--- config.mk ---
export PLATFORM = sky130hd
export DESIGN_NAME = spi_master
export DESIGN_NICKNAME = d
export VERILOG_FILES = /design/src/spi_bus_pkg.sv /design/src/spi_cfg_pkg.sv /design/src/spi_prescaler.sv /design/src/spi_shift_reg.sv /design/src/spi_sequencer.sv /design/src/spi_regs.sv /design/src/spi_master.sv
export SDC_FILE = /design/constraint.sdc
export NUM_CORES = 1
export LEC_CHECK = 0
export ABC_CLOCK_PERIOD_IN_PS = 7300
export BUFFER_PORTS_ARGS = -buffer_cell sky130_fd_sc_hd__buf_2
export CAP_MARGIN = 10
export CORE_MARGIN = 8
export CORE_UTILIZATION = 37
export CTS_CLUSTER_DIAMETER = 60
export CTS_CLUSTER_SIZE = 28
export DETAILED_ROUTE_END_ITERATION = 10
export GPL_ROUTABILITY_DRIVEN = 0
export SKIP_CTS_REPAIR_TIMING = 1
export SYNTH_ARGS = -nofsm -noshare
export SYNTH_HDL_FRONTEND = slang
export SYNTH_HIERARCHICAL = 1
export SYNTH_SLANG_ARGS = --single-unit
--- constraint.sdc ---
create_clock -name clk -period 7.3 [get_ports clk]
set_input_delay 0.73 -clock clk [delete_from_list [all_inputs] [get_ports clk]]
set_output_delay 0.73 -clock clk [all_outputs]
set_load 0.03 [all_outputs]
--- src/spi_bus_pkg.sv ---
package spi_bus_pkg;

	// ##############################
	// control bus geometry
	// ##############################

	localparam int CTRL_ADDR_W = 8;
	localparam int CTRL_DATA_W = 32;

	typedef logic [CTRL_ADDR_W-1:0] ctrl_addr_t;
	typedef logic [CTRL_DATA_W-1:0] ctrl_data_t;

	// ##############################
	// register map
	// ##############################

	localparam ctrl_addr_t ADDR_PRESCALE = 8'h00;
	localparam ctrl_addr_t ADDR_CS       = 8'h04;
	localparam ctrl_addr_t ADDR_DATA     = 8'h08;
	// cpol in bit 1, cpha in bit 0
	localparam ctrl_addr_t ADDR_MODE     = 8'h0c;

endpackage

--- src/spi_cfg_pkg.sv ---
package spi_cfg_pkg;

	// ##############################
	// spi side widths and types
	// ##############################

	localparam int SPI_BYTE_W = 8;
	localparam int PRESCALE_W = 8;
	localparam int HALF_CNT_W = 5;

	typedef logic [SPI_BYTE_W-1:0] spi_byte_t;
	// setting P gives half-periods of P+1 clk cycles
	typedef logic [PRESCALE_W-1:0] prescale_t;
	typedef logic [HALF_CNT_W-1:0] half_cnt_t;

	// last half-period index of a transfer, per cpha
	localparam half_cnt_t HALF_LAST_CPHA1 = 5'd15;
	localparam half_cnt_t HALF_LAST_CPHA0 = 5'd16;

	// ##############################
	// reset defaults
	// ##############################

	localparam prescale_t PRESCALE_RESET = 8'd4;
	localparam logic      CPOL_RESET     = 1'b1;
	localparam logic      CPHA_RESET     = 1'b1;

endpackage

--- src/spi_prescaler.sv ---
`timescale 1ns/10ps

module spi_prescaler (
	input  logic                   clk,
	input  logic                   resetn,
	input  logic                   run,
	input  spi_cfg_pkg::prescale_t period,
	output logic                   tick,
	output logic                   phase_start
);
	import spi_cfg_pkg::*;

	prescale_t count;

	// last and first cycle of the current half-period
	assign tick        = run && count == period;
	assign phase_start = run && count == '0;

	always_ff @(posedge clk) begin
		if (!resetn) begin
			count <= '0;
		end else if (!run) begin
			count <= '0;
		end else if (count == period) begin
			count <= '0;
		end else begin
			count <= count + 1'b1;
		end
	end

	// period only changes while stopped
	assert property (@(posedge clk) disable iff (!resetn) count <= period)
		else $error("prescale count beyond period");

endmodule

--- src/spi_shift_reg.sv ---
`timescale 1ns/10ps

module spi_shift_reg (
	input  logic                   clk,
	input  logic                   resetn,
	input  logic                   load,
	input  logic                   shift_out,
	input  logic                   shift_in,
	input  spi_cfg_pkg::spi_byte_t load_data,
	input  logic                   miso,
	output logic                   mosi,
	output spi_cfg_pkg::spi_byte_t rx_data
);
	import spi_cfg_pkg::*;

	spi_byte_t shift_q;

	// tx bits leave at the top while rx bits enter at the bottom
	assign rx_data = shift_q;

	always_ff @(posedge clk) begin
		if (load) begin
			shift_q <= load_data;
		end else if (shift_in) begin
			shift_q <= {shift_q[SPI_BYTE_W-2:0], miso};
		end
	end

	// msb first
	always_ff @(posedge clk) begin
		if (!resetn) begin
			mosi <= 1'b0;
		end else if (load) begin
			mosi <= load_data[SPI_BYTE_W-1];
		end else if (shift_out) begin
			mosi <= shift_q[SPI_BYTE_W-1];
		end
	end

	// strobes come from different half-periods of the sequence
	assert property (@(posedge clk) disable iff (!resetn)
		$onehot0({load, shift_out, shift_in}))
		else $error("shifter strobes overlap");

endmodule

--- src/spi_sequencer.sv ---
`timescale 1ns/10ps

module spi_sequencer (
	input  logic clk,
	input  logic resetn,
	input  logic settle_start,
	input  logic xfer_start,
	input  logic cpha,
	input  logic cpol,
	input  logic tick,
	input  logic phase_start,
	output logic run,
	output logic load,
	output logic shift_out,
	output logic shift_in,
	output logic seq_done,
	output logic sclk
);
	import spi_cfg_pkg::*;

	typedef enum logic [1:0] {
		IDLE,
		SETTLE,
		XFER,
		DONE
	} state_t;

	state_t    state;
	half_cnt_t half;
	logic      last_half;
	logic      in_xfer;

	// ##############################
	// state and half-period count
	// ##############################

	assign in_xfer   = state == XFER;
	assign last_half = half == (cpha ? HALF_LAST_CPHA1 : HALF_LAST_CPHA0);

	always_ff @(posedge clk) begin
		if (!resetn) begin
			state <= IDLE;
			half  <= '0;
		end else begin
			case (state)
				IDLE: begin
					half <= '0;
					if (settle_start) begin
						state <= SETTLE;
					end else if (xfer_start) begin
						state <= XFER;
					end
				end
				SETTLE: begin
					if (tick) begin
						state <= DONE;
					end
				end
				XFER: begin
					if (tick) begin
						if (last_half) begin
							state <= DONE;
						end else begin
							half <= half + 1'b1;
						end
					end
				end
				// held strobe is dropped here
				DONE: state <= IDLE;
				default: state <= IDLE;
			endcase
		end
	end

	// ##############################
	// strobes and sclk
	// ##############################

	assign run      = state == SETTLE || in_xfer;
	assign seq_done = tick && (state == SETTLE || (in_xfer && last_half));

	// byte is taken from the bus in the request cycle
	assign load = state == IDLE && xfer_start;

	// odd half-periods start on a sampling edge in both modes
	assign shift_in = in_xfer && phase_start && half[0];

	// even ones from 2 to 14 start on a launch edge
	assign shift_out = in_xfer && phase_start && !half[0] && half != '0 &&
		half < HALF_LAST_CPHA1;

	// cpha=1 toggles at the start of half 0, cpha=0 one half later
	assign sclk = cpol ^ (in_xfer && (half[0] ^ cpha));

	assert property (@(posedge clk) disable iff (!resetn) !(settle_start && xfer_start))
		else $error("settle and transfer requested together");

	assert property (@(posedge clk) disable iff (!resetn) seq_done |=> !seq_done)
		else $error("seq_done longer than one cycle");

endmodule

--- src/spi_regs.sv ---
`timescale 1ns/10ps

module spi_regs #(
	parameter int CS_LENGTH = 32
) (
	input  logic                    clk,
	input  logic                    resetn,
	input  logic                    ctrl_wr,
	input  logic                    ctrl_rd,
	input  spi_bus_pkg::ctrl_addr_t ctrl_addr,
	input  spi_bus_pkg::ctrl_data_t ctrl_wdat,
	output spi_bus_pkg::ctrl_data_t ctrl_rdat,
	output logic                    ctrl_done,
	input  spi_cfg_pkg::spi_byte_t  rx_data,
	input  logic                    seq_done,
	output spi_cfg_pkg::prescale_t  prescale,
	output logic [CS_LENGTH-1:0]    cs,
	output logic                    cpol,
	output logic                    cpha,
	output spi_cfg_pkg::spi_byte_t  tx_data,
	output logic                    settle_start,
	output logic                    xfer_start
);
	import spi_bus_pkg::*;
	import spi_cfg_pkg::*;

	logic done_q;
	logic op_busy;
	logic accept;
	logic settle_addr;

	// new access only when nothing is completing or in flight
	assign accept      = !done_q && !op_busy;
	assign settle_addr = ctrl_addr == ADDR_CS || ctrl_addr == ADDR_MODE;

	// requests stay up as long as the bus holds the strobe
	assign settle_start = ctrl_wr && settle_addr;
	assign xfer_start   = ctrl_wr && ctrl_addr == ADDR_DATA;
	assign tx_data      = spi_byte_t'(ctrl_wdat);

	assign ctrl_done = done_q || seq_done;

	// ##############################
	// config registers
	// ##############################

	always_ff @(posedge clk) begin
		if (!resetn) begin
			done_q   <= 1'b0;
			op_busy  <= 1'b0;
			prescale <= PRESCALE_RESET;
			cs       <= '1;
			cpol     <= CPOL_RESET;
			cpha     <= CPHA_RESET;
		end else begin
			done_q <= 1'b0;
			if (seq_done) begin
				op_busy <= 1'b0;
			end
			if (accept && ctrl_wr) begin
				case (ctrl_addr)
					ADDR_PRESCALE: begin
						prescale <= prescale_t'(ctrl_wdat);
						done_q   <= 1'b1;
					end
					ADDR_CS: begin
						cs      <= CS_LENGTH'(ctrl_wdat);
						op_busy <= 1'b1;
					end
					ADDR_MODE: begin
						{cpol, cpha} <= ctrl_wdat[1:0];
						op_busy      <= 1'b1;
					end
					ADDR_DATA: op_busy <= 1'b1;
					default: done_q <= 1'b1;
				endcase
			end
			if (accept && ctrl_rd) begin
				done_q <= 1'b1;
			end
		end
	end

	// readback, valid with done_q
	always_ff @(posedge clk) begin
		if (accept && ctrl_rd) begin
			case (ctrl_addr)
				ADDR_PRESCALE: ctrl_rdat <= ctrl_data_t'(prescale);
				ADDR_CS:       ctrl_rdat <= ctrl_data_t'(cs);
				ADDR_DATA:     ctrl_rdat <= ctrl_data_t'(rx_data);
				ADDR_MODE:     ctrl_rdat <= ctrl_data_t'({cpol, cpha});
				default:       ctrl_rdat <= '0;
			endcase
		end
	end

	// sequencer only finishes what this block started
	assert property (@(posedge clk) disable iff (!resetn) seq_done |-> op_busy)
		else $error("seq_done without a pending write");

endmodule

--- src/spi_master.sv ---
`timescale 1ns/10ps

module spi_master #(
	parameter int CS_LENGTH = 32
) (
	input  logic                    clk,
	input  logic                    resetn,
	input  logic                    ctrl_wr,
	input  logic                    ctrl_rd,
	input  spi_bus_pkg::ctrl_addr_t ctrl_addr,
	input  spi_bus_pkg::ctrl_data_t ctrl_wdat,
	output spi_bus_pkg::ctrl_data_t ctrl_rdat,
	output logic                    ctrl_done,
	output logic [CS_LENGTH-1:0]    cs,
	output logic                    mosi,
	input  logic                    miso,
	output logic                    sclk
);
	import spi_cfg_pkg::*;

	prescale_t prescale;
	spi_byte_t tx_data;
	spi_byte_t rx_data;
	logic      cpol;
	logic      cpha;
	logic      settle_start;
	logic      xfer_start;
	logic      seq_done;
	logic      run;
	logic      tick;
	logic      phase_start;
	logic      load;
	logic      shift_out;
	logic      shift_in;

	spi_regs #(
		.CS_LENGTH(CS_LENGTH)
	) u_spi_regs (
		.clk         (clk),
		.resetn      (resetn),
		.ctrl_wr     (ctrl_wr),
		.ctrl_rd     (ctrl_rd),
		.ctrl_addr   (ctrl_addr),
		.ctrl_wdat   (ctrl_wdat),
		.ctrl_rdat   (ctrl_rdat),
		.ctrl_done   (ctrl_done),
		.rx_data     (rx_data),
		.seq_done    (seq_done),
		.prescale    (prescale),
		.cs          (cs),
		.cpol        (cpol),
		.cpha        (cpha),
		.tx_data     (tx_data),
		.settle_start(settle_start),
		.xfer_start  (xfer_start)
	);

	spi_sequencer u_spi_sequencer (
		.clk         (clk),
		.resetn      (resetn),
		.settle_start(settle_start),
		.xfer_start  (xfer_start),
		.cpha        (cpha),
		.cpol        (cpol),
		.tick        (tick),
		.phase_start (phase_start),
		.run         (run),
		.load        (load),
		.shift_out   (shift_out),
		.shift_in    (shift_in),
		.seq_done    (seq_done),
		.sclk        (sclk)
	);

	spi_prescaler u_spi_prescaler (
		.clk        (clk),
		.resetn     (resetn),
		.run        (run),
		.period     (prescale),
		.tick       (tick),
		.phase_start(phase_start)
	);

	spi_shift_reg u_spi_shift_reg (
		.clk      (clk),
		.resetn   (resetn),
		.load     (load),
		.shift_out(shift_out),
		.shift_in (shift_in),
		.load_data(tx_data),
		.miso     (miso),
		.mosi     (mosi),
		.rx_data  (rx_data)
	);

endmodule

== Word level (Yosys, flattened, before mapping) ==
Index checks and enable logic that the tools add are counted.

* Bits in registers: 100
* Bits in latches: 0
* Memory bits (writable): 0
* Bits in read-only memories: 0
* Input bits: 45
* Output and inout port bits: 67
* Word-level logic and storage cells: 90
* Memories: 0

* $add $sub $neg: 2
* Multipliers: 0
* Divide/modulo/power cells: 0
* Order comparisons: 1
* Eq/ne operators: 13
* Shift-type cells: 0
* Muxes and demuxes: 21
* Bitwise operators: 4
* Reduce and logical (&&, ||, !) cells: 37

{| class="wikitable"
|+ Operators with widths
! cell !! number
|-
| 32-bit one-hot mux with 4 select lines || 1
|-
| 8-bit by 4-bit equality test with 1-bit output, second input constant || 2
|-
| 1-bit logical AND || 16
|-
| 8-bit zero test || 2
|-
| 8-bit two-way mux || 2
|-
| 5-bit two-way mux || 3
|-
| 2-bit two-way mux || 5
|-
| 5-bit one-hot mux with 2 select lines || 1
|-
| 8-bit by 1-bit adder with 8-bit output, second input constant || 1
|-
| 8-bit by 3-bit equality test with 1-bit output, second input constant || 1
|-
| 8-bit equality test || 1
|-
| 1-bit two-way mux || 8
|-
| 2-bit one-hot mux with 4 select lines || 1
|-
| 2-bit by 1-bit != test with 1-bit output, second input constant || 3
|-
| 2-bit AND reduction || 3
|-
| 2-bit nonzero test || 3
|-
| 3-bit OR reduction || 2
|-
| 5-bit by 1-bit adder with 5-bit output, second input constant || 1
|-
| 5-bit equality test || 1
|-
| 5-bit by 4-bit < comparator with 1-bit output, second input constant || 1
|-
| 5-bit nonzero test || 1
|-
| 2-bit equality test, second input constant || 2
|-
| 1-bit logical OR || 4
|-
| 4-bit AND reduction || 1
|-
| other kinds (8) || 12
|}

== Logic depth before layout (Yosys ltp) ==
* Depth after elaboration: 9
* Depth in mapped cells: 8
* Depth with buffers taken out: 8

== Modules after synthesis ==
The synthesis kept the hierarchy.

{| class="wikitable"
|+ By module, submodules not included
! module !! times used !! cells an instance !! area each (um2) !! seq. area each (um2)
|-
| spi_regs || 1 || 323 || 3378.2 || 1841.8
|-
| spi_sequencer || 1 || 73 || 594.3 || 140.1
|-
| spi_prescaler || 1 || 53 || 488.0 || 160.2
|-
| spi_shift_reg || 1 || 22 || 399.1 || 260.2
|}

== Worst setup path after synthesis ==
OpenSTA, ideal clock, no wires.

* Path kind: in2reg
* Start point: in ctrl_rd
* End point: reg u_spi_regs.ctrl_rdat[0], enable pin
* Setup time: 470 ps
* Arrival: 3151 ps
* Required time: 6830 ps
* Path slack: 3678 ps
* Stages on the path: 1
* Cell sequence: nor3b_1

* Word-level cells in the longest chain between the ends: 1

{| class="wikitable"
|+ Ends and longest elaborated chain
! what !! RTL line !! text
|-
| start: declaration || spi_master.sv:9 || <nowiki>input logic ctrl_rd,</nowiki>
|-
| 1-bit logical AND || spi_regs.sv:86 || <nowiki>if (accept && ctrl_rd) begin</nowiki>
|-
| end signal: assignment || spi_regs.sv:88 || <nowiki>ADDR_PRESCALE: ctrl_rdat <= ctrl_data_t'(prescale);</nowiki>
|-
| end signal: assignment || spi_regs.sv:89 || <nowiki>ADDR_CS: ctrl_rdat <= ctrl_data_t'(cs);</nowiki>
|-
| end signal: assignment || spi_regs.sv:90 || <nowiki>ADDR_DATA: ctrl_rdat <= ctrl_data_t'(rx_data);</nowiki>
|-
| end: declaration || spi_regs.sv:12 || <nowiki>output spi_bus_pkg::ctrl_data_t ctrl_rdat,</nowiki>
|}

Every way passes these cells.
A chain may end at the register's enable or synchronous reset.

== Worst setup path in the final report ==
* Start point: reg u_spi_prescaler.count[3]
* End point: out ctrl_done

* Word-level cells in the longest chain between the ends: 4

{| class="wikitable"
|+ Ends and longest elaborated chain
! what !! RTL line !! text
|-
| start: declaration || spi_prescaler.sv:13 || <nowiki>prescale_t count;</nowiki>
|-
| start signal: assignment || spi_prescaler.sv:27 || <nowiki>count <= count + 1'b1;</nowiki>
|-
| 8-bit equality test || spi_prescaler.sv:16 || <nowiki>assign tick = run && count == period;</nowiki>
|-
| 1-bit logical AND || spi_prescaler.sv:16 ||
|-
| net tick || spi_master.sv:30 || <nowiki>logic tick;</nowiki>
|-
| 1-bit logical AND || spi_sequencer.sv:80 || <nowiki>assign seq_done = tick && (state == SETTLE || (in_xfer && last_half));</nowiki>
|-
| net seq_done || spi_master.sv:28 || <nowiki>logic seq_done;</nowiki>
|-
| 1-bit logical OR || spi_regs.sv:41 || <nowiki>assign ctrl_done = done_q || seq_done;</nowiki>
|-
| end: declaration || spi_master.sv:13 || <nowiki>output logic ctrl_done,</nowiki>
|}

The timed path passes the listed nets, and every way through them passes these cells.

==> load_flow_metrics.sql <==
INSERT INTO impl_metrics (metric_group, metric, value, unit) VALUES
('placed_design', 'dpl.hpwl', '8.890', 'mm'),
('min_path', 'hold_depth', '2', ''),
('worst_setup_path', 'register_to_register_setup_slack', '4580', 'ps'),
('floorplan', 'io-pin-count', '112', ''),
('timing', 'fmaxAchievable', '305.1', 'MHz'),
('power', 'internal-power', '0.9336', 'mW'),
('min_path', 'holdPathEnd', 'u_spi_regs/prescale[4]$_SDFFE_PN0P_', ''),
('logic_synthesis', 'yosysTopAreaCell', 'sky130_fd_sc_hd__dfxtp_1', ''),
('power', 'clock_power_share', '0.365', ''),
('global_routing', 'grt_pass1_vias', '3684', ''),
('final_layout', 'most_common_cell_after_layout_fill_and_taps_aside', 'sky130_fd_sc_hd__buf_2', ''),
('final_layout', 'layout_cells_excl_fill', '727', ''),
('timing', 'hold-worst-slack', '489.1', 'ps'),
('worst_setup_path', 'cp_data_arrival_time', '2550', 'ps'),
('route', 'route.detailed.wl_per_inst', '17.41', 'um'),
('route', 'wirelength', '12.66', 'mm'),
('final_layout', 'final_cell_mix', 'sky130_fd_sc_hd__buf_2 (111), sky130_fd_sc_hd__dfxtp_1 (60), sky130_fd_sc_hd__nand3_1 (44)', ''),
('final_layout', 'layout.core_utilization', '0.4399', ''),
('power', 'sequential_group_share_of_total_power', '0.471', ''),
('global_routing', 'grt_overflow', '0', ''),
('clocking', 'clock_pin_slew_worst_setup_and_hold_paths', '70', 'ps'),
('worst_setup_path', 'ff2ff_path_depth', '8', ''),
('global_routing', 'largest_net_degree_at_the_start_of_global_routing', '66', ''),
('clocking', 'ctsLongestPathBuffers', '2', ''),
('route', 'initialDrtViolationCount', '316', ''),
('clocking', 'clock_sink_count', '100', ''),
('worst_setup_path', 'timing.critical_path.depth', '7', ''),
('logic_synthesis', 'synth-warning-count', '6', ''),
('clocking', 'clock_buffer_count_from_cts', '9', ''),
('placed_design', 'place_area', '5440', 'um^2'),
('global_routing', 'first_pass_grt_wire_length', '19.32', 'mm'),
('timing', 'slew_headroom', '0.2202', ''),
('timing', 'setup_tns', '0', 'ps'),
('logic_synthesis', 'syn_nets', '524', ''),
('power', 'power_density', '225.6', 'nW/um^2'),
('floorplan', 'chipHeight', '130.6', 'um'),
('logic_synthesis', 'cells_after_synth', '471', ''),
('status', 'run_status', 'completed', ''),
('clocking', 'root_buffer', 'sky130_fd_sc_hd__clkbuf_16', ''),
('worst_setup_path', 'worst_path_dominant_cell_family', 'simple AND/OR/NAND/NOR gates', ''),
('timing', 'layout_worst_path_cycle_share', '0.4490', ''),
('final_layout', 'fraction_of_final_layout_cells_sized_beyond_drive_strength_1', '0.2976', ''),
('route', 'drcViolationCount', '0', ''),
('power', 'vdd.ir_drop.worst', '0.1116', 'mV'),
('logic_synthesis', 'yosysUniqueCellTypes', '60', ''),
('timing', 'grt_setup_unrepaired', 'false', ''),
('floorplan', 'core_area', '13030', 'um^2'),
('power', 'swShare', '0.2781', ''),
('logic_synthesis', 'yosysSeqAreaShare', '0.4943', ''),
('timing', 'report.final.hold_viol_count', '0', ''),
('floorplan', 'design.die.area', '17060', 'um^2'),
('final_layout', 'finalNetCount', '599', ''),
('clocking', 'h-tree-depth', '3', ''),
('logic_synthesis', 'syn_area_per_cell', '10.32', 'um^2'),
('final_layout', 'ant_diodes', '0', ''),
('logic_synthesis', 'proportion_of_synthesized_flip_flops_having_asynchronous_set_or_reset', '0', ''),
('clocking', 'tritoncts_clock_tree', 'done', ''),
('logic_synthesis', 'synthFlopType', 'sky130_fd_sc_hd__dfxtp_1', ''),
('power', 'netsw', '0.3596', 'mW'),
('route', 'drt_first_pass_iters', '5', ''),
('timing', 'timing_worst_slew_pin_value', '1170', 'ps'),
('timing', 'timing.clock.skew', '6.420', 'ps'),
('worst_setup_path', 'worst-setup-path-type', 'flip-flop to output port', ''),
('worst_setup_path', 'worst_r2r_endpoint', 'u_spi_shift_reg/mosi$_SDFFE_PN0P_', ''),
('min_path', 'min-delay-start', 'u_spi_regs/prescale[4]$_SDFFE_PN0P_', ''),
('min_path', 'timing.hold.worst.class', 'flip-flop to flip-flop', ''),
('worst_setup_path', 'critical-path-max-stage-delay', '720', 'ps'),
('worst_setup_path', 'worstSetupStartpointType', 'flip-flop', ''),
('logic_synthesis', 'synth-seq-cells', '100', ''),
('logic_synthesis', 'count_of_flip_flops_with_a_built_in_enable_after_synthesis', '40', ''),
('clocking', 'clock_latency', '350', 'ps');
==> routing by layer <==
layer / global-route usage / routed length (um)
met2: 0.2340 / 5904
met3: 0.03084 / 1047
met5: 0 / 8
met4: 0.05874 / 175
met1: 0.1835 / 5520
==> cell usage after synthesis, drive strengths merged (2+ instances only) <==
master,instances
xor2,11
o41ai,3
o21ai,5
a221oi,4
nand3,44
and3,30
inv,10
o21a,3
buf,19
xnor2,2
mux4,2
a211oi,6
o211ai,2
edfxtp,40
mux2i,16
nand4,35
nand2,33
nor2,7
and2,2
or4,2
dfxtp,60
or3b,2
nor4,5
mux2,9
o311ai,3
nor3b,2
or3,4
clkbuf,32
nand2b,5
a21oi,8
or2,9
nor4b,2
o31ai,32
ha,8
==> logic make-up (layout without fill, tap and decap cells) <==
kind of cell	after synthesis	in the layout	share of synthesized area
mux	27	27	0.06385
flops	100	100	0.4943
fa+ha+maj	8	8	0.02060
simple gates	187	187	0.2230
buf+inv	61	141	0.05922
xor+xnor	13	13	0.02343
compound gates	75	75	0.1156
==> worst max path at each step <==
stage               slack [ps]                                   end                                start
finish                    4020                             ctrl_done  u_spi_prescaler/count[3]$_SDFF_PP0_
global route              3810                             ctrl_done  u_spi_prescaler/count[3]$_SDFF_PP0_
CTS                       3990                             ctrl_done  u_spi_prescaler/count[3]$_SDFF_PP0_
detailed placement        4240  u_spi_shift_reg/rx_data[7]$_DFFE_PP_                         ctrl_addr[1]
global placement          4320  u_spi_shift_reg/rx_data[3]$_DFFE_PP_                         ctrl_addr[1]
floorplan                 3680     u_spi_regs/ctrl_rdat[0]$_DFFE_PP_                              ctrl_rd
==> power groups by stage <==
stage	Sequential, mW	Combinational, mW	Clock, mW
2_1_floorplan	0.640	0.132	0
3_3_place_gp	0.621	0.207	0
3_5_place_dp	0.622	0.210	0
4_1_cts	0.609	0.211	0.480
5_1_grt	0.612	0.229	0.500
6_report	0.610	0.211	0.472
==> per-stage QoR <==
step	worst slack (ps)	power (mW)
after floorplan	3678	0.7728
after global placement	4318	0.8283
after detailed placement	4238	0.8319
after CTS	3991	1.300
after global routing	3807	1.341
final	4022	1.293
==> cell type report <==
| type | count | area (um^2) | area share |
|---|---|---|---|
| sequential | 100 | 2402 | 0.4190 |
| multi-input combinational | 310 | 2195 | 0.3828 |
| timing repair buffer | 115 | 585.6 | 0.1021 |
| clock buffer | 10 | 229.0 | 0.03994 |
| tap | 176 | 220.2 | 0.03841 |
| clock inverter | 6 | 63.81 | 0.01113 |
| inverter | 10 | 37.54 | 0.006547 |
==> tightest hold or removal path, delay by kind of cell (launching register included) <==
kind	cells	cell delay, ps
flops	1	330
mux	1	50
simple gates	1	60
==> flip-flops by register name, indices dropped and copies added, names as in the netlist <==
| register | flops |
|---|---|
| u_spi_prescaler/count | 8 |
| u_spi_regs/cpha | 1 |
| u_spi_regs/cpol | 1 |
| u_spi_regs/cs | 32 |
| u_spi_regs/ctrl_rdat | 32 |
| u_spi_regs/done_q | 1 |
| u_spi_regs/op_busy | 1 |
| u_spi_regs/prescale | 8 |
| u_spi_sequencer/half | 5 |
| u_spi_sequencer/state | 2 |
| u_spi_shift_reg/mosi | 1 |
| u_spi_shift_reg/rx_data | 8 |
Power figures use the tool's default switching activity.
